### config.mk
export PLATFORM = sky130hd
export DESIGN_NAME = tlb
export DESIGN_NICKNAME = d
export VERILOG_FILES = /design/src/common/tlb_entry_pkg.sv /design/src/common/tlb_access_pkg.sv /design/src/hw/tlb/tlb_entries.sv /design/src/hw/tlb/tlb_match.sv /design/src/hw/tlb/tlb_page_select.sv /design/src/hw/tlb/tlb.sv
export VERILOG_INCLUDE_DIRS = /design/src /design/src/common
export SDC_FILE = /design/constraint.sdc
export NUM_CORES = 2
export LEC_CHECK = 0
export BUFFER_PORTS_ARGS = -buffer_cell sky130_fd_sc_hd__clkbuf_2
export CORE_MARGIN = 3
export CORE_UTILIZATION = 55
export DETAILED_ROUTE_END_ITERATION = 7
export PLACE_DENSITY = 0.7
export SETUP_SLACK_MARGIN = 0.2
export SYNTH_ARGS = -nofsm -noshare
export SYNTH_HDL_FRONTEND = slang
export SYNTH_SLANG_ARGS = --single-unit
### constraint.sdc
create_clock -name clk -period 9.73 [get_ports clk]
set_clock_uncertainty 0.1 [all_clocks]
set_input_delay 0.4865 -clock clk [delete_from_list [all_inputs] [get_ports clk]]
set_output_delay 0.4865 -clock clk [all_outputs]
set_load 0.01 [all_outputs]
### src/common/tlb_settings.svh
`ifndef TLB_SETTINGS_SVH
`define TLB_SETTINGS_SVH

// entry count, 8 and 32 also work
`define TLB_NUM 16

// page-size field values
`define TLB_PS_4K 6'd12
`define TLB_PS_2M 6'd21

// request latch contents after reset, access type is fetch
`define TLB_REQ_RST_VPN  20'h0
`define TLB_REQ_RST_ASID 8'h0
`define TLB_REQ_RST_PLV  2'd0

`endif

### src/common/tlb_entry_pkg.sv
`include "tlb_settings.svh"

package tlb_entry_pkg;

    // entry index
    typedef logic [$clog2(`TLB_NUM)-1:0] tlb_idx_t;

    // virtual page number and double-page number (vpn without its odd bit)
    typedef logic [19:0] vpn_t;
    typedef logic [18:0] vpn2_t;

    typedef logic [7:0] asid_t;

    // page size as log2 of the page bytes
    typedef logic [5:0] ps_t;

    typedef logic [19:0] pfn_t;

    // memory access type
    typedef logic [1:0] mat_t;

endpackage

### src/common/tlb_access_pkg.sv
package tlb_access_pkg;

    // 0 is the most privileged level
    typedef logic [1:0] plv_t;

    typedef enum logic [1:0] {
        MEM_FETCH = 2'd0,
        MEM_LOAD  = 2'd1,
        MEM_STORE = 2'd2
    } mem_type_e;

    // one-hot exception code
    typedef logic [5:0] exc_t;

    localparam exc_t EXC_NONE   = 6'b000000;
    localparam exc_t EXC_REFILL = 6'b000001;
    localparam exc_t EXC_PIF    = 6'b000010;
    localparam exc_t EXC_PIL    = 6'b000100;
    localparam exc_t EXC_PIS    = 6'b001000;
    localparam exc_t EXC_PPI    = 6'b010000;
    // store to a clean page
    localparam exc_t EXC_PME    = 6'b100000;

endpackage

### src/hw/tlb/tlb_entries.sv
`timescale 1ns/1ps
`include "tlb_settings.svh"

module tlb_entries (
    input  logic                                 clk,
    input  logic                                 rst,
    // write port
    input  logic                                 we,
    input  tlb_entry_pkg::tlb_idx_t              w_index,
    input  tlb_entry_pkg::vpn2_t                 w_vpn2,
    input  tlb_entry_pkg::asid_t                 w_asid,
    input  tlb_entry_pkg::ps_t                   w_ps,
    input  logic                                 w_e,
    input  logic                                 w_g,
    input  tlb_entry_pkg::pfn_t                  w_pfn0,
    input  tlb_entry_pkg::mat_t                  w_mat0,
    input  tlb_access_pkg::plv_t                 w_plv0,
    input  logic                                 w_d0,
    input  logic                                 w_v0,
    input  tlb_entry_pkg::pfn_t                  w_pfn1,
    input  tlb_entry_pkg::mat_t                  w_mat1,
    input  tlb_access_pkg::plv_t                 w_plv1,
    input  logic                                 w_d1,
    input  logic                                 w_v1,
    // read port
    input  tlb_entry_pkg::tlb_idx_t              r_index,
    output tlb_entry_pkg::vpn2_t                 r_vpn2,
    output tlb_entry_pkg::asid_t                 r_asid,
    output tlb_entry_pkg::ps_t                   r_ps,
    output logic                                 r_e,
    output logic                                 r_g,
    output tlb_entry_pkg::pfn_t                  r_pfn0,
    output tlb_entry_pkg::mat_t                  r_mat0,
    output tlb_access_pkg::plv_t                 r_plv0,
    output logic                                 r_d0,
    output logic                                 r_v0,
    output tlb_entry_pkg::pfn_t                  r_pfn1,
    output tlb_entry_pkg::mat_t                  r_mat1,
    output tlb_access_pkg::plv_t                 r_plv1,
    output logic                                 r_d1,
    output logic                                 r_v1,
    // every entry, flat, for the associative compare
    output logic [`TLB_NUM-1:0]                  all_e,
    output logic [`TLB_NUM-1:0]                  all_g,
    output tlb_entry_pkg::asid_t [`TLB_NUM-1:0]  all_asid,
    output tlb_entry_pkg::vpn2_t [`TLB_NUM-1:0]  all_vpn2,
    output tlb_entry_pkg::ps_t [`TLB_NUM-1:0]    all_ps,
    output tlb_entry_pkg::pfn_t [`TLB_NUM-1:0]   all_pfn0,
    output tlb_entry_pkg::mat_t [`TLB_NUM-1:0]   all_mat0,
    output tlb_access_pkg::plv_t [`TLB_NUM-1:0]  all_plv0,
    output logic [`TLB_NUM-1:0]                  all_d0,
    output logic [`TLB_NUM-1:0]                  all_v0,
    output tlb_entry_pkg::pfn_t [`TLB_NUM-1:0]   all_pfn1,
    output tlb_entry_pkg::mat_t [`TLB_NUM-1:0]   all_mat1,
    output tlb_access_pkg::plv_t [`TLB_NUM-1:0]  all_plv1,
    output logic [`TLB_NUM-1:0]                  all_d1,
    output logic [`TLB_NUM-1:0]                  all_v1
);

    // only the enable bits come out of reset cleared
    always_ff @(posedge clk) begin
        if (rst) begin
            all_e <= '0;
        end else if (we) begin
            all_e[w_index] <= w_e;
        end
    end

    always_ff @(posedge clk) begin
        if (we) begin
            all_g[w_index]    <= w_g;
            all_asid[w_index] <= w_asid;
            all_vpn2[w_index] <= w_vpn2;
            all_ps[w_index]   <= w_ps;
            all_pfn0[w_index] <= w_pfn0;
            all_mat0[w_index] <= w_mat0;
            all_plv0[w_index] <= w_plv0;
            all_d0[w_index]   <= w_d0;
            all_v0[w_index]   <= w_v0;
            all_pfn1[w_index] <= w_pfn1;
            all_mat1[w_index] <= w_mat1;
            all_plv1[w_index] <= w_plv1;
            all_d1[w_index]   <= w_d1;
            all_v1[w_index]   <= w_v1;
        end
    end

    // asynchronous indexed read
    assign r_vpn2 = all_vpn2[r_index];
    assign r_asid = all_asid[r_index];
    assign r_ps   = all_ps[r_index];
    assign r_e    = all_e[r_index];
    assign r_g    = all_g[r_index];
    assign r_pfn0 = all_pfn0[r_index];
    assign r_mat0 = all_mat0[r_index];
    assign r_plv0 = all_plv0[r_index];
    assign r_d0   = all_d0[r_index];
    assign r_v0   = all_v0[r_index];
    assign r_pfn1 = all_pfn1[r_index];
    assign r_mat1 = all_mat1[r_index];
    assign r_plv1 = all_plv1[r_index];
    assign r_d1   = all_d1[r_index];
    assign r_v1   = all_v1[r_index];

endmodule

### src/hw/tlb/tlb_match.sv
`timescale 1ns/1ps
`include "tlb_settings.svh"

module tlb_match (
    input  logic                                 clk,
    input  logic                                 rst,
    input  logic                                 en,
    input  tlb_entry_pkg::vpn_t                  vpn,
    input  tlb_entry_pkg::asid_t                 asid,
    input  tlb_access_pkg::plv_t                 plv,
    input  tlb_access_pkg::mem_type_e            mem_type,
    input  logic [`TLB_NUM-1:0]                  all_e,
    input  logic [`TLB_NUM-1:0]                  all_g,
    input  tlb_entry_pkg::asid_t [`TLB_NUM-1:0]  all_asid,
    input  tlb_entry_pkg::vpn2_t [`TLB_NUM-1:0]  all_vpn2,
    input  tlb_entry_pkg::ps_t [`TLB_NUM-1:0]    all_ps,
    output logic                                 found,
    output tlb_entry_pkg::tlb_idx_t              hit_index,
    output tlb_entry_pkg::vpn_t                  req_vpn,
    output tlb_access_pkg::plv_t                 req_plv,
    output tlb_access_pkg::mem_type_e            req_mem_type
);
    import tlb_entry_pkg::*;
    import tlb_access_pkg::*;

    asid_t               req_asid;
    vpn2_t               req_vpn2;
    logic [`TLB_NUM-1:0] hit;

    // request latch, held while en is low so the result stays put
    always_ff @(posedge clk) begin
        if (rst) begin
            req_vpn      <= `TLB_REQ_RST_VPN;
            req_asid     <= `TLB_REQ_RST_ASID;
            req_plv      <= `TLB_REQ_RST_PLV;
            req_mem_type <= MEM_FETCH;
        end else if (en) begin
            req_vpn      <= vpn;
            req_asid     <= asid;
            req_plv      <= plv;
            req_mem_type <= mem_type;
        end
    end

    assign req_vpn2 = req_vpn[19:1];

    // per-entry compare, 2M pages ignore the low 9 bits of vpn2
    always_comb begin
        for (int i = 0; i < `TLB_NUM; i++) begin
            hit[i] = all_e[i] && (all_g[i] || all_asid[i] == req_asid);
            if (all_ps[i] == `TLB_PS_4K) begin
                hit[i] = hit[i] && (all_vpn2[i] == req_vpn2);
            end else if (all_ps[i] == `TLB_PS_2M) begin
                hit[i] = hit[i] && (all_vpn2[i][18:9] == req_vpn2[18:9]);
            end else begin
                hit[i] = 1'b0;
            end
        end
    end

    // lowest index wins
    always_comb begin
        hit_index = '0;
        for (int i = `TLB_NUM - 1; i >= 0; i--) begin
            if (hit[i]) begin
                hit_index = tlb_idx_t'(i);
            end
        end
    end

    assign found = |hit;

endmodule

### src/hw/tlb/tlb_page_select.sv
`timescale 1ns/1ps
`include "tlb_settings.svh"

module tlb_page_select (
    input  logic                                 found,
    input  tlb_entry_pkg::tlb_idx_t              hit_index,
    input  tlb_entry_pkg::vpn_t                  req_vpn,
    input  tlb_access_pkg::plv_t                 req_plv,
    input  tlb_access_pkg::mem_type_e            req_mem_type,
    input  tlb_entry_pkg::ps_t [`TLB_NUM-1:0]    all_ps,
    input  tlb_entry_pkg::pfn_t [`TLB_NUM-1:0]   all_pfn0,
    input  tlb_entry_pkg::mat_t [`TLB_NUM-1:0]   all_mat0,
    input  tlb_access_pkg::plv_t [`TLB_NUM-1:0]  all_plv0,
    input  logic [`TLB_NUM-1:0]                  all_d0,
    input  logic [`TLB_NUM-1:0]                  all_v0,
    input  tlb_entry_pkg::pfn_t [`TLB_NUM-1:0]   all_pfn1,
    input  tlb_entry_pkg::mat_t [`TLB_NUM-1:0]   all_mat1,
    input  tlb_access_pkg::plv_t [`TLB_NUM-1:0]  all_plv1,
    input  logic [`TLB_NUM-1:0]                  all_d1,
    input  logic [`TLB_NUM-1:0]                  all_v1,
    output tlb_entry_pkg::pfn_t                  pfn,
    output tlb_entry_pkg::mat_t                  mat,
    output tlb_access_pkg::exc_t                 exc
);
    import tlb_entry_pkg::*;
    import tlb_access_pkg::*;

    logic is_2m;
    logic odd;
    pfn_t pg_pfn;
    mat_t pg_mat;
    plv_t pg_plv;
    logic pg_d;
    logic pg_v;

    assign is_2m = (all_ps[hit_index] == `TLB_PS_2M);
    // odd page bit sits just above the page offset
    assign odd = is_2m ? req_vpn[9] : req_vpn[0];

    always_comb begin
        if (odd) begin
            pg_pfn = all_pfn1[hit_index];
            pg_mat = all_mat1[hit_index];
            pg_plv = all_plv1[hit_index];
            pg_d   = all_d1[hit_index];
            pg_v   = all_v1[hit_index];
        end else begin
            pg_pfn = all_pfn0[hit_index];
            pg_mat = all_mat0[hit_index];
            pg_plv = all_plv0[hit_index];
            pg_d   = all_d0[hit_index];
            pg_v   = all_v0[hit_index];
        end
    end

    // 2M frame keeps the low 9 vpn bits
    always_comb begin
        if (!found) begin
            pfn = '0;
        end else if (is_2m) begin
            pfn = {pg_pfn[19:9], req_vpn[8:0]};
        end else begin
            pfn = pg_pfn;
        end
    end

    assign mat = found ? pg_mat : '0;

    // prioritised exception
    always_comb begin
        if (!found) begin
            exc = EXC_REFILL;
        end else if (!pg_v) begin
            case (req_mem_type)
                MEM_FETCH: exc = EXC_PIF;
                MEM_STORE: exc = EXC_PIS;
                default:   exc = EXC_PIL;
            endcase
        end else if (req_plv > pg_plv) begin
            exc = EXC_PPI;
        end else if (req_mem_type == MEM_STORE && !pg_d) begin
            exc = EXC_PME;
        end else begin
            exc = EXC_NONE;
        end
    end

endmodule

### src/hw/tlb/tlb.sv
`timescale 1ns/1ps
`include "tlb_settings.svh"

module tlb (
    input  logic                       clk,
    input  logic                       rst,
    // fetch port
    input  tlb_entry_pkg::vpn_t        s0_vpn,
    input  tlb_entry_pkg::asid_t       s0_asid,
    input  tlb_access_pkg::plv_t       s0_plv,
    input  tlb_access_pkg::mem_type_e  s0_mem_type,
    input  logic                       s0_en,
    output logic                       s0_found,
    output tlb_entry_pkg::pfn_t        s0_pfn,
    output tlb_entry_pkg::mat_t        s0_mat,
    output tlb_access_pkg::exc_t       s0_exception,
    // data port
    input  tlb_entry_pkg::vpn_t        s1_vpn,
    input  tlb_entry_pkg::asid_t       s1_asid,
    input  tlb_access_pkg::plv_t       s1_plv,
    input  tlb_access_pkg::mem_type_e  s1_mem_type,
    input  logic                       s1_en,
    output logic                       s1_found,
    output tlb_entry_pkg::pfn_t        s1_pfn,
    output tlb_entry_pkg::mat_t        s1_mat,
    output tlb_access_pkg::exc_t       s1_exception,
    // write port
    input  logic                       we,
    input  tlb_entry_pkg::tlb_idx_t    w_index,
    input  tlb_entry_pkg::vpn2_t       w_vpn2,
    input  tlb_entry_pkg::asid_t       w_asid,
    input  tlb_entry_pkg::ps_t         w_ps,
    input  logic                       w_e,
    input  logic                       w_g,
    input  tlb_entry_pkg::pfn_t        w_pfn0,
    input  tlb_entry_pkg::mat_t        w_mat0,
    input  tlb_access_pkg::plv_t       w_plv0,
    input  logic                       w_d0,
    input  logic                       w_v0,
    input  tlb_entry_pkg::pfn_t        w_pfn1,
    input  tlb_entry_pkg::mat_t        w_mat1,
    input  tlb_access_pkg::plv_t       w_plv1,
    input  logic                       w_d1,
    input  logic                       w_v1,
    // read port
    input  tlb_entry_pkg::tlb_idx_t    r_index,
    output tlb_entry_pkg::vpn2_t       r_vpn2,
    output tlb_entry_pkg::asid_t       r_asid,
    output tlb_entry_pkg::ps_t         r_ps,
    output logic                       r_e,
    output logic                       r_g,
    output tlb_entry_pkg::pfn_t        r_pfn0,
    output tlb_entry_pkg::mat_t        r_mat0,
    output tlb_access_pkg::plv_t       r_plv0,
    output logic                       r_d0,
    output logic                       r_v0,
    output tlb_entry_pkg::pfn_t        r_pfn1,
    output tlb_entry_pkg::mat_t        r_mat1,
    output tlb_access_pkg::plv_t       r_plv1,
    output logic                       r_d1,
    output logic                       r_v1
);
    import tlb_entry_pkg::*;
    import tlb_access_pkg::*;

    logic [`TLB_NUM-1:0]  all_e;
    logic [`TLB_NUM-1:0]  all_g;
    asid_t [`TLB_NUM-1:0] all_asid;
    vpn2_t [`TLB_NUM-1:0] all_vpn2;
    ps_t [`TLB_NUM-1:0]   all_ps;
    pfn_t [`TLB_NUM-1:0]  all_pfn0;
    mat_t [`TLB_NUM-1:0]  all_mat0;
    plv_t [`TLB_NUM-1:0]  all_plv0;
    logic [`TLB_NUM-1:0]  all_d0;
    logic [`TLB_NUM-1:0]  all_v0;
    pfn_t [`TLB_NUM-1:0]  all_pfn1;
    mat_t [`TLB_NUM-1:0]  all_mat1;
    plv_t [`TLB_NUM-1:0]  all_plv1;
    logic [`TLB_NUM-1:0]  all_d1;
    logic [`TLB_NUM-1:0]  all_v1;

    // match stage to result stage
    tlb_idx_t  s0_hit_index, s1_hit_index;
    vpn_t      s0_req_vpn, s1_req_vpn;
    plv_t      s0_req_plv, s1_req_plv;
    mem_type_e s0_req_mem_type, s1_req_mem_type;

    // port names line up with the storage one to one
    tlb_entries entries (.*);

    tlb_match match0 (
        .en           (s0_en),
        .vpn          (s0_vpn),
        .asid         (s0_asid),
        .plv          (s0_plv),
        .mem_type     (s0_mem_type),
        .found        (s0_found),
        .hit_index    (s0_hit_index),
        .req_vpn      (s0_req_vpn),
        .req_plv      (s0_req_plv),
        .req_mem_type (s0_req_mem_type),
        .*
    );

    tlb_match match1 (
        .en           (s1_en),
        .vpn          (s1_vpn),
        .asid         (s1_asid),
        .plv          (s1_plv),
        .mem_type     (s1_mem_type),
        .found        (s1_found),
        .hit_index    (s1_hit_index),
        .req_vpn      (s1_req_vpn),
        .req_plv      (s1_req_plv),
        .req_mem_type (s1_req_mem_type),
        .*
    );

    tlb_page_select select0 (
        .found        (s0_found),
        .hit_index    (s0_hit_index),
        .req_vpn      (s0_req_vpn),
        .req_plv      (s0_req_plv),
        .req_mem_type (s0_req_mem_type),
        .pfn          (s0_pfn),
        .mat          (s0_mat),
        .exc          (s0_exception),
        .*
    );

    tlb_page_select select1 (
        .found        (s1_found),
        .hit_index    (s1_hit_index),
        .req_vpn      (s1_req_vpn),
        .req_plv      (s1_req_plv),
        .req_mem_type (s1_req_mem_type),
        .pfn          (s1_pfn),
        .mat          (s1_mat),
        .exc          (s1_exception),
        .*
    );

endmodule

# --- Word-level counts from Yosys, hierarchy flattened ---
# Cells that the tools add are included.
# W data, S select, Z words.
word_totals:
  register_bits: 1456
  input_bits: 164
  output_inout_bits: 145
  wordCells: 659
op_classes:
  magnitude_cmp: 7
  n_eq_ne: 132
  muxes: 225
  n_reduce_logical: 137
ops:
  columns: ["operator", "n"]
  rows:
  - ["$bwmux W320", 2]
  - ["$eq A19 B19 Y1", 32]
  - ["$bmux W20 S4", 6]
  - ["$eq A10 B10 Y1", 32]
  - ["$bwmux W304", 1]
  - ["$eq A8 B8 Y1", 32]
  - ["$mux W20", 11]
  - ["$bwmux W128", 1]
  - ["$bwmux W32", 4]
  - ["$mux W4", 32]
  - ["$eq A6 B5 Y1 const B", 18]
  - ["$logic_and A1 B1 Y1", 99]
  - ["$bmux W2 S4", 12]
  - ["$bwmux W16", 6]
  - ["$bwmux W96", 1]
  - ["$eq A6 B4 Y1 const B", 16]
  - ["$mux W1", 85]
  - ["$demux W20 S4", 1]
  - ["$bmux W19 S4", 1]
  - ["$demux W19 S4", 1]
  - ["$bmux W6 S4", 3]
  - ["$mux W6", 12]
  - ["$bmux W1 S4", 14]
  - ["$mux W19", 2]
  - ["other kinds (17)", 77]

# --- Longest topological paths before layout ---
depth:
  depth_word: 33
  mapped_depth: 25
  mapped_depth_nobuf: 20

# --- Hierarchy ---
# From an unflattened synthesis, not the netlist that was laid out.
unflattened:
  cells_unflattened: 4935
  hier_area_um2: 80584.8
modules_own_cells:
  columns: ["mod", "n_inst", "cells_each", "area_per_inst_um2", "seq_area_each_um2"]
  rows:
  - ["tlb_entries", 1, 2209, 52195.1, 41639.9]
  - ["tlb_page_select", 2, 487, 7274.5, 0.0]
  - ["tlb_match", 2, 876, 6920.4, 640.6]

# --- Worst setup path before layout ---
# OpenSTA, ideal clock, no wires.
synth_path:
  path_type: "input -> register"
  from: "in w_index[0]"
  to: "reg entries.all_e[0]"
  setup_time_ns: 0.128
  arrival_time_ns: 7.595
  required_time_ns: 9.502
  slack_ns: 1.907
  cell_stages: 5
  path_buffers: 1
  path_cell_list: "or3b_2 > clkbuf_1 > nor3_1 > mux2i_1 > nor2_1"
synth_via:
  elab_chain_cells: 5
  elab_cells_between_ends: 6
  cone_classes: "order compare (2); mux (3); reduce/logical (1)"
synth_lines:
  columns: ["element", "line", "rtl"]
  rows:
  - ["from (decl)", "tlb.sv:29", "input tlb_entry_pkg::tlb_idx_t w_index,"]
  - ["$lt A4 B5 Y1 (not written as such) or $ge A4 B1 Y1 (tied branches)", "tlb_entries.sv:65", "all_e[w_index] <= w_e;"]
  - ["$logic_and A1 B1 Y1 (not written as such)", "tlb_entries.sv:65", null]
  - ["$mux W1 (not written as such)", "tlb_entries.sv:65", null]
  - ["$demux W1 S4 *", null, null]
  - ["$bwmux W16 *", "tlb_entries.sv:65", null]
  - ["to (signal, indexed assignment)", "tlb_entries.sv:65", null]
  - ["to (decl)", "tlb_entries.sv:43", "output logic [`TLB_NUM-1:0] all_e,"]
# Mark *: on every way between the ends. The rest lies on a longest branch, timed or not.
# A chain may end at the register's enable or synchronous reset.

# --- Worst setup path after layout ---
layout_path:
  from: "reg match0.req_asid[2]"
  to: "out s0_exception[5]"
layout_via:
  elab_chain_cells: 33
  elab_cells_between_ends: 155
  cone_classes: "order compare (1); eq/ne (17); mux (70); reduce/logical (67)"
layout_lines:
  columns: ["element", "line", "rtl"]
  rows:
  - ["from (decl)", "tlb_match.sv:26", "asid_t req_asid;"]
  - ["from (signal assigned)", "tlb_match.sv:34", "req_asid <= `TLB_REQ_RST_ASID;"]
  - ["from (signal assigned)", "tlb_match.sv:39", "req_asid <= asid;"]
  - ["$eq A8 B8 Y1", "tlb_match.sv:50", "hit[i] = all_e[i] && (all_g[i] || all_asid[i] == req_asid);"]
  - ["$logic_or A1 B1 Y1", "tlb_match.sv:50", null]
  - ["$logic_and A1 B1 Y1", "tlb_match.sv:50", null]
  - ["$logic_and A1 B1 Y1", "tlb_match.sv:54", "hit[i] = hit[i] && (all_vpn2[i][18:9] == req_vpn2[18:9]);"]
  - ["$mux W1", "tlb_match.sv:53", "end else if (all_ps[i] == `TLB_PS_2M) begin"]
  - ["$mux W1", "tlb_match.sv:51", "if (all_ps[i] == `TLB_PS_4K) begin"]
  - ["$mux W4 (16 in series)", "tlb_match.sv:65", "if (hit[i]) begin"]
  - ["$bmux W6 S4", "tlb_page_select.sv:36", "assign is_2m = (all_ps[hit_index] == `TLB_PS_2M);"]
  - ["[... 2 more ...]", null, null]
  - ["$mux W1", "tlb_page_select.sv:38", "assign odd = is_2m ? req_vpn[9] : req_vpn[0];"]
  - ["$mux W1", "tlb_page_select.sv:41", "if (odd) begin"]
  - ["$logic_not A1 Y1", "tlb_page_select.sv:81", "end else if (req_mem_type == MEM_STORE && !pg_d) begin"]
  - ["$logic_and A1 B1 Y1", "tlb_page_select.sv:81", null]
  - ["$mux W6", "tlb_page_select.sv:81", null]
  - ["$mux W6", "tlb_page_select.sv:79", "end else if (req_plv > pg_plv) begin"]
  - ["$mux W6", "tlb_page_select.sv:73", "end else if (!pg_v) begin"]
  - ["$mux W6 *", "tlb_page_select.sv:71", "if (!found) begin"]
  - ["to (decl)", "tlb.sv:16", "output tlb_access_pkg::exc_t s0_exception,"]
# Mark *: on every way between the ends. The rest lies on a longest branch, timed or not. The select of a mux whose other input is x is not followed.

==> report_table.html <==
<table>
<tr><th>Metric</th><th>Value</th></tr>
<tr><th colspan="2">Outcome</th></tr>
<tr><td>Status</td><td>finished, violations left</td></tr>
<tr><td>Violations in the final reports</td><td>capacitance limit, slew limit</td></tr>
<tr><th colspan="2">Pwr</th></tr>
<tr><td>Switch Pwr</td><td>around 3.6 mW</td></tr>
<tr><td>Proportion of total power due to net switching</td><td>0.2485</td></tr>
<tr><td>Sequential share of power</td><td>0.492</td></tr>
<tr><td>VDD IR-drop max</td><td>0.1492 mV</td></tr>
<tr><td>PwrDens</td><td>between 150 and 200 nW/um^2</td></tr>
<tr><td>Clock share of power</td><td>0.417</td></tr>
<tr><td>Internal power</td><td>between 10 and 15 mW</td></tr>
<tr><td>Combinational power share</td><td>0.091</td></tr>
<tr><td>Total power</td><td>approximately 15 mW</td></tr>
<tr><td>Static Leakage</td><td>31.91 nW</td></tr>
<tr><th colspan="2">Worst setup path</th></tr>
<tr><td>Standard cell with the maximum stage delay on the critical path</td><td>dfxtp_1</td></tr>
<tr><td>Critical path launch point type</td><td>flip-flop</td></tr>
<tr><td>Maximum cell stage delay along the critical path</td><td>about 1.1 ns</td></tr>
<tr><td>Path length in cells of the critical path</td><td>24</td></tr>
<tr><td>Cells on worst reg2reg path</td><td>2</td></tr>
<tr><td>Capturing element type of the critical path</td><td>output port</td></tr>
<tr><td>Number of buffer and inverter instances along the worst setup path</td><td>4</td></tr>
<tr><td>Biggest fanout along the worst timing path</td><td>19</td></tr>
<tr><td>Gate family responsible for the most delay along the worst path</td><td>compound AO/OA/AOI/OAI gates</td></tr>
<tr><td>Worst-path cell chain</td><td>xor2_1 -&gt; nor4_1 -&gt; a21oi_1 -&gt; nor3_1 -&gt; nor4b_1 -&gt; buf_4 -&gt; a211oi_4 -&gt; buf_4 -&gt; mux2i_1 -&gt; nand2_1 -&gt; o211ai_1 -&gt; o21ai_0 -&gt; o21ai_2 -&gt; buf_4 -&gt; mux2i_4 -&gt; nand2_1 -&gt; o21ai_1 -&gt; ha_1 -&gt; nor2b_1 -&gt; o21ai_0 -&gt; and3_1 -&gt; nand4b_1 -&gt; o32ai_1 -&gt; clkbuf_2</td></tr>
<tr><td>Path type of the worst setup path</td><td>reg2out</td></tr>
<tr><td>Dominant cell type by count on the critical path</td><td>buf_4</td></tr>
<tr><td>Crit path required time</td><td>9.14 ns</td></tr>
<tr><td>Worst endpoint data arrival time</td><td>8.79 ns</td></tr>
<tr><th colspan="2">Layout</th></tr>
<tr><td>Most used cells in the layout excluding fill and tap cells</td><td>1376 x edfxtp_1, 796 x nand2_1, 535 x xor2_1, 483 x mux2i_1, 435 x mux4_2</td></tr>
<tr><td>Synth-to-Final Area Change</td><td>12.06%</td></tr>
<tr><td>Share of post-route cells with drive strength above 1</td><td>0.1796</td></tr>
<tr><td>Flip-flop and latch area</td><td>42930 sq um</td></tr>
<tr><td>Final net count</td><td>7145</td></tr>
<tr><td>Post-route insts no fill</td><td>9139</td></tr>
<tr><td>FILL cells</td><td>between 10000 and 15000</td></tr>
<tr><td>Fin util</td><td>0.6240</td></tr>
<tr><td>Area of the multi-input gates</td><td>slightly below 40000 sq um</td></tr>
<tr><td>Most frequent standard cell in the layout excluding fill and tap cells</td><td>edfxtp_1</td></tr>
<tr><td>Cell area after layout</td><td>94020 sq um</td></tr>
<tr><th colspan="2">Clocking</th></tr>
<tr><td>Clk sinks</td><td>around 1500</td></tr>
<tr><td>Insertion delay to the later sink of the worst-skew pair</td><td>a little under 0.8 ns</td></tr>
<tr><td>Buffer levels on the longest clock path</td><td>3</td></tr>
<tr><td>Root Driver</td><td>clkbuf_16</td></tr>
<tr><td>Clock tree from TritonCTS</td><td>yes</td></tr>
<tr><td>CTS Buf Count</td><td>160</td></tr>
<tr><td>CTS H-tree depth</td><td>4</td></tr>
<tr><td>Post-CTS clock slew at the launch and capture registers of the worst setup and hold paths</td><td>roughly 0.06 ns</td></tr>
<tr><th colspan="2">Yosys</th></tr>
<tr><td>Post-synthesis adder-cell area fraction</td><td>0.0005965</td></tr>
<tr><td>Number of warnings reported in the yosys synthesis log</td><td>0</td></tr>
<tr><td>Net Count, Synth</td><td>6902</td></tr>
<tr><td>Basic-gate share of the synthesized area counting and, or, nand and nor cells</td><td>0.1201</td></tr>
<tr><td>Fraction of synthesis flops using an asynchronous set or reset pin</td><td>0</td></tr>
<tr><td>Yosys top cell area share</td><td>0.4925</td></tr>
<tr><td>Share of the synthesized netlist area taken by xor and xnor gates</td><td>0.09020</td></tr>
<tr><td>Cell type with the highest aggregate area in the netlist</td><td>edfxtp_1</td></tr>
<tr><td>Post-synthesis sequential element count</td><td>around 1500</td></tr>
<tr><td>Post-synthesis cell count</td><td>6734</td></tr>
<tr><td>Fraction of the yosys area taken by sequential cells</td><td>0.5116</td></tr>
<tr><td>Combinational family with the most area after synthesis</td><td>multiplexers</td></tr>
<tr><td>Top flip-flop cell by instance count after synthesis</td><td>edfxtp_1</td></tr>
<tr><td>Average footprint of a synthesized cell</td><td>12.46 sq um</td></tr>
<tr><td>Area contributors post-synth</td><td>edfxtp_1 49%, mux4_2 12%, mux2i_1 5.8%</td></tr>
<tr><td>Netlist area before placement</td><td>83900 sq um</td></tr>
<tr><td>Portion of netlist area occupied by mux cells</td><td>0.1846</td></tr>
<tr><td>Post-synth EDFFs</td><td>1376</td></tr>
<tr><td>Compound-Gate Fraction of Synth Area</td><td>0.06736</td></tr>
<tr><td>Synth cell types</td><td>88</td></tr>
<tr><th colspan="2">Route</th></tr>
<tr><td>Vias after detailed routing</td><td>65140</td></tr>
<tr><td>DR iter-0 viols</td><td>9812</td></tr>
<tr><td>Vias per cell</td><td>7.127</td></tr>
<tr><td>Number of search-and-repair iterations in the first detailed-routing pass</td><td>7</td></tr>
<tr><td>Number of DRC violations after detailed routing</td><td>0</td></tr>
<tr><td>Number of nets with antenna violations after detailed routing</td><td>0</td></tr>
<tr><td>Final routed wirelength across all metal layers</td><td>329700 um</td></tr>
<tr><td>Wirelength per Cell</td><td>around 36 um</td></tr>
<tr><th colspan="2">Global route</th></tr>
<tr><td>Largest net degree at the start of global routing</td><td>165</td></tr>
<tr><td>Wire length of the first global-routing pass</td><td>approximately 460000 um</td></tr>
<tr><td>Global-route total usage across every layer</td><td>0.4134</td></tr>
<tr><td>Number of antenna violations at the first check in global routing</td><td>26</td></tr>
<tr><td>Remaining global-route overflow</td><td>0</td></tr>
<tr><td>Number of global-route vias before repair</td><td>62820</td></tr>
<tr><th colspan="2">Floorplanning</th></tr>
<tr><td>Number of standard-cell rows in the floorplan</td><td>142</td></tr>
<tr><td>Die extent in x</td><td>396.6 um</td></tr>
<tr><td>Number of top-level pins</td><td>309</td></tr>
<tr><td>Initial Util</td><td>0.5569</td></tr>
<tr><td>Die Height</td><td>396.6 um</td></tr>
<tr><td>Core area</td><td>150700 sq um</td></tr>
<tr><td>Die Footprint</td><td>157300 sq um</td></tr>
<tr><th colspan="2">Timing</th></tr>
<tr><td>Final period utilization</td><td>0.9638</td></tr>
<tr><td>Remaining max-slew budget at the tightest pin</td><td>-0.02533</td></tr>
<tr><td>Worst hold slack</td><td>~0.02 ns</td></tr>
<tr><td>Final WS setup</td><td>0.3520 ns</td></tr>
<tr><td>Slew at the pin with the worst max-slew slack</td><td>1.529 ns</td></tr>
<tr><td>Number of hold-slack violations in the final timing report</td><td>0</td></tr>
<tr><td>Upper clock frequency limit</td><td>between 100 and 150 MHz</td></tr>
<tr><td>Unrepaired setup endpoints after global routing</td><td>yes</td></tr>
<tr><td>Time the final worst path needs with I/O delays and setup</td><td>9.378 ns</td></tr>
<tr><td>Max-slew violation total from the final report</td><td>2</td></tr>
<tr><td>Setup TNS</td><td>0 ns</td></tr>
<tr><td>Setup violation total in the final timing report</td><td>0</td></tr>
<tr><th colspan="2">Placement</th></tr>
<tr><td>Estimated wirelength of the detail-placed design</td><td>214300 um</td></tr>
<tr><td>Count of buffers inserted at the top-level ports</td><td>308</td></tr>
<tr><td>Placed cell areas</td><td>87610 sq um</td></tr>
<tr><td>Final RePlAce weighted congestion</td><td>1.057</td></tr>
<tr><td>Cells after DPL</td><td>8715</td></tr>
<tr><td>Pre-CTS worst setup slack</td><td>1.240 ns</td></tr>
<tr><th colspan="2">Hold path</th></tr>
<tr><td>Hold Path Depth</td><td>1</td></tr>
<tr><td>Min-Delay Path Class</td><td>in2reg</td></tr>
<tr><th colspan="2">Run</th></tr>
<tr><td>Max capacitance violation total</td><td>1</td></tr>
</table>
-- Yosys cell counts, types with 14 or more instances --
cell type / instances
and3_1: 103
a31oi_1: 74
o21ai_1: 24
mux2i_1: 484
buf_1: 93
nor3_1: 91
nor4_1: 150
o21ai_0: 97
and2_0: 18
a211oi_1: 187
nand3_1: 314
xnor2_1: 329
mux2_1: 19
xor2_1: 535
dfxtp_1: 80
nand4_1: 121
nand4b_1: 14
nor3b_1: 18
nor2b_1: 19
o221ai_1: 21
and2_1: 93
a311oi_1: 25
edfxtp_1: 1376
clkbuf_1: 279
buf_2: 130
o22ai_1: 16
nand2b_1: 14
or4_1: 20
a21oi_1: 226
a211o_1: 22
nand2_1: 797
mux4_2: 435
mux2_2: 56
nor2_1: 179
o211ai_1: 51
or3_1: 37
-- cells by family after synthesis --
family	Yosys count
simple gates	2044
flops	1456
mux	994
xor+xnor	864
compound gates	851
buf+inv	521
fa+ha+maj	4
-- worst reg2reg max path, stage by stage (launching register included) --
cell and delay (ns):
dfxtp_1 1.09, mux2i_1 0.17, nor2_1 0.16
-- what timing repair did --
| item | in CTS | in global routing |
|---|---|---|
| endpoints found under the setup margin | 0 | 1 |
| gates resized for setup | 0 | 5 |
| hold buffers | 116 | 0 |
| buffers inserted | 0 | 0 |
| endpoints found under the hold margin | 847 | 0 |
-- sequential cells by signal (all words and copies together), names as in the netlist, 8 cells and up --
name	cells
entries.all_mat1	32
entries.all_plv1	32
entries.all_v1	16
entries.all_v0	16
entries.all_plv0	32
match0.req_asid	8
entries.all_pfn0	320
entries.all_mat0	32
entries.all_d1	16
entries.all_e	16
match1.req_vpn	20
entries.all_vpn2	304
entries.all_pfn1	320
entries.all_d0	16
match0.req_vpn	20
entries.all_asid	128
match1.req_asid	8
entries.all_g	16
entries.all_ps	96
-- metal layers --
metal	up-vias	routed length, um	global-route usage	share of wire
li1	26400	-	-	-
met1	32390	119300	0.5584	0.36
met2	5293	141400	0.6002	0.43
met3	1026	51850	0.1547	0.16
met4	24	17020	0.1787	0.052
met5	-	173	0	0.00052
-- power by group through the flow --
stage	Sequential, mW	Combinational [mW]	Clock [mW]
after global placement	7.30	1.24	0
after floorplan	7.21	0.804	0
after global routing	7.19	1.38	6.37
final	7.18	1.32	6.09
after CTS	7.17	1.29	6.10
after detailed placement	7.30	1.24	0
-- worst paths after layout --
path | startpoint | to | slack, ns
worst max-delay path | match0.req_asid[2] | s0_exception[5] | 0.35
worst max register to register | match0.req_asid[3] | match0.req_asid[3] | 8.14
worst min register to register | match1.req_vpn[9] | match1.req_vpn[9] | 0.42
worst min-delay path | w_vpn2[12] | entries.all_vpn2[259] | 0.02
-- area by class of cell --
class                           instances  share of cell area
Sequential cell                      1456              0.4566
Multi-Input combinational cell       4757              0.4163
Clock buffer                          198             0.04478
Timing Repair Buffer                  587             0.04402
Tap cell                             2016             0.02683
Clock inverter                         98             0.01050
Inverter                               15           0.0005989
Antenna cell                           12           0.0003194
Power figures use the tool's default switching activity.
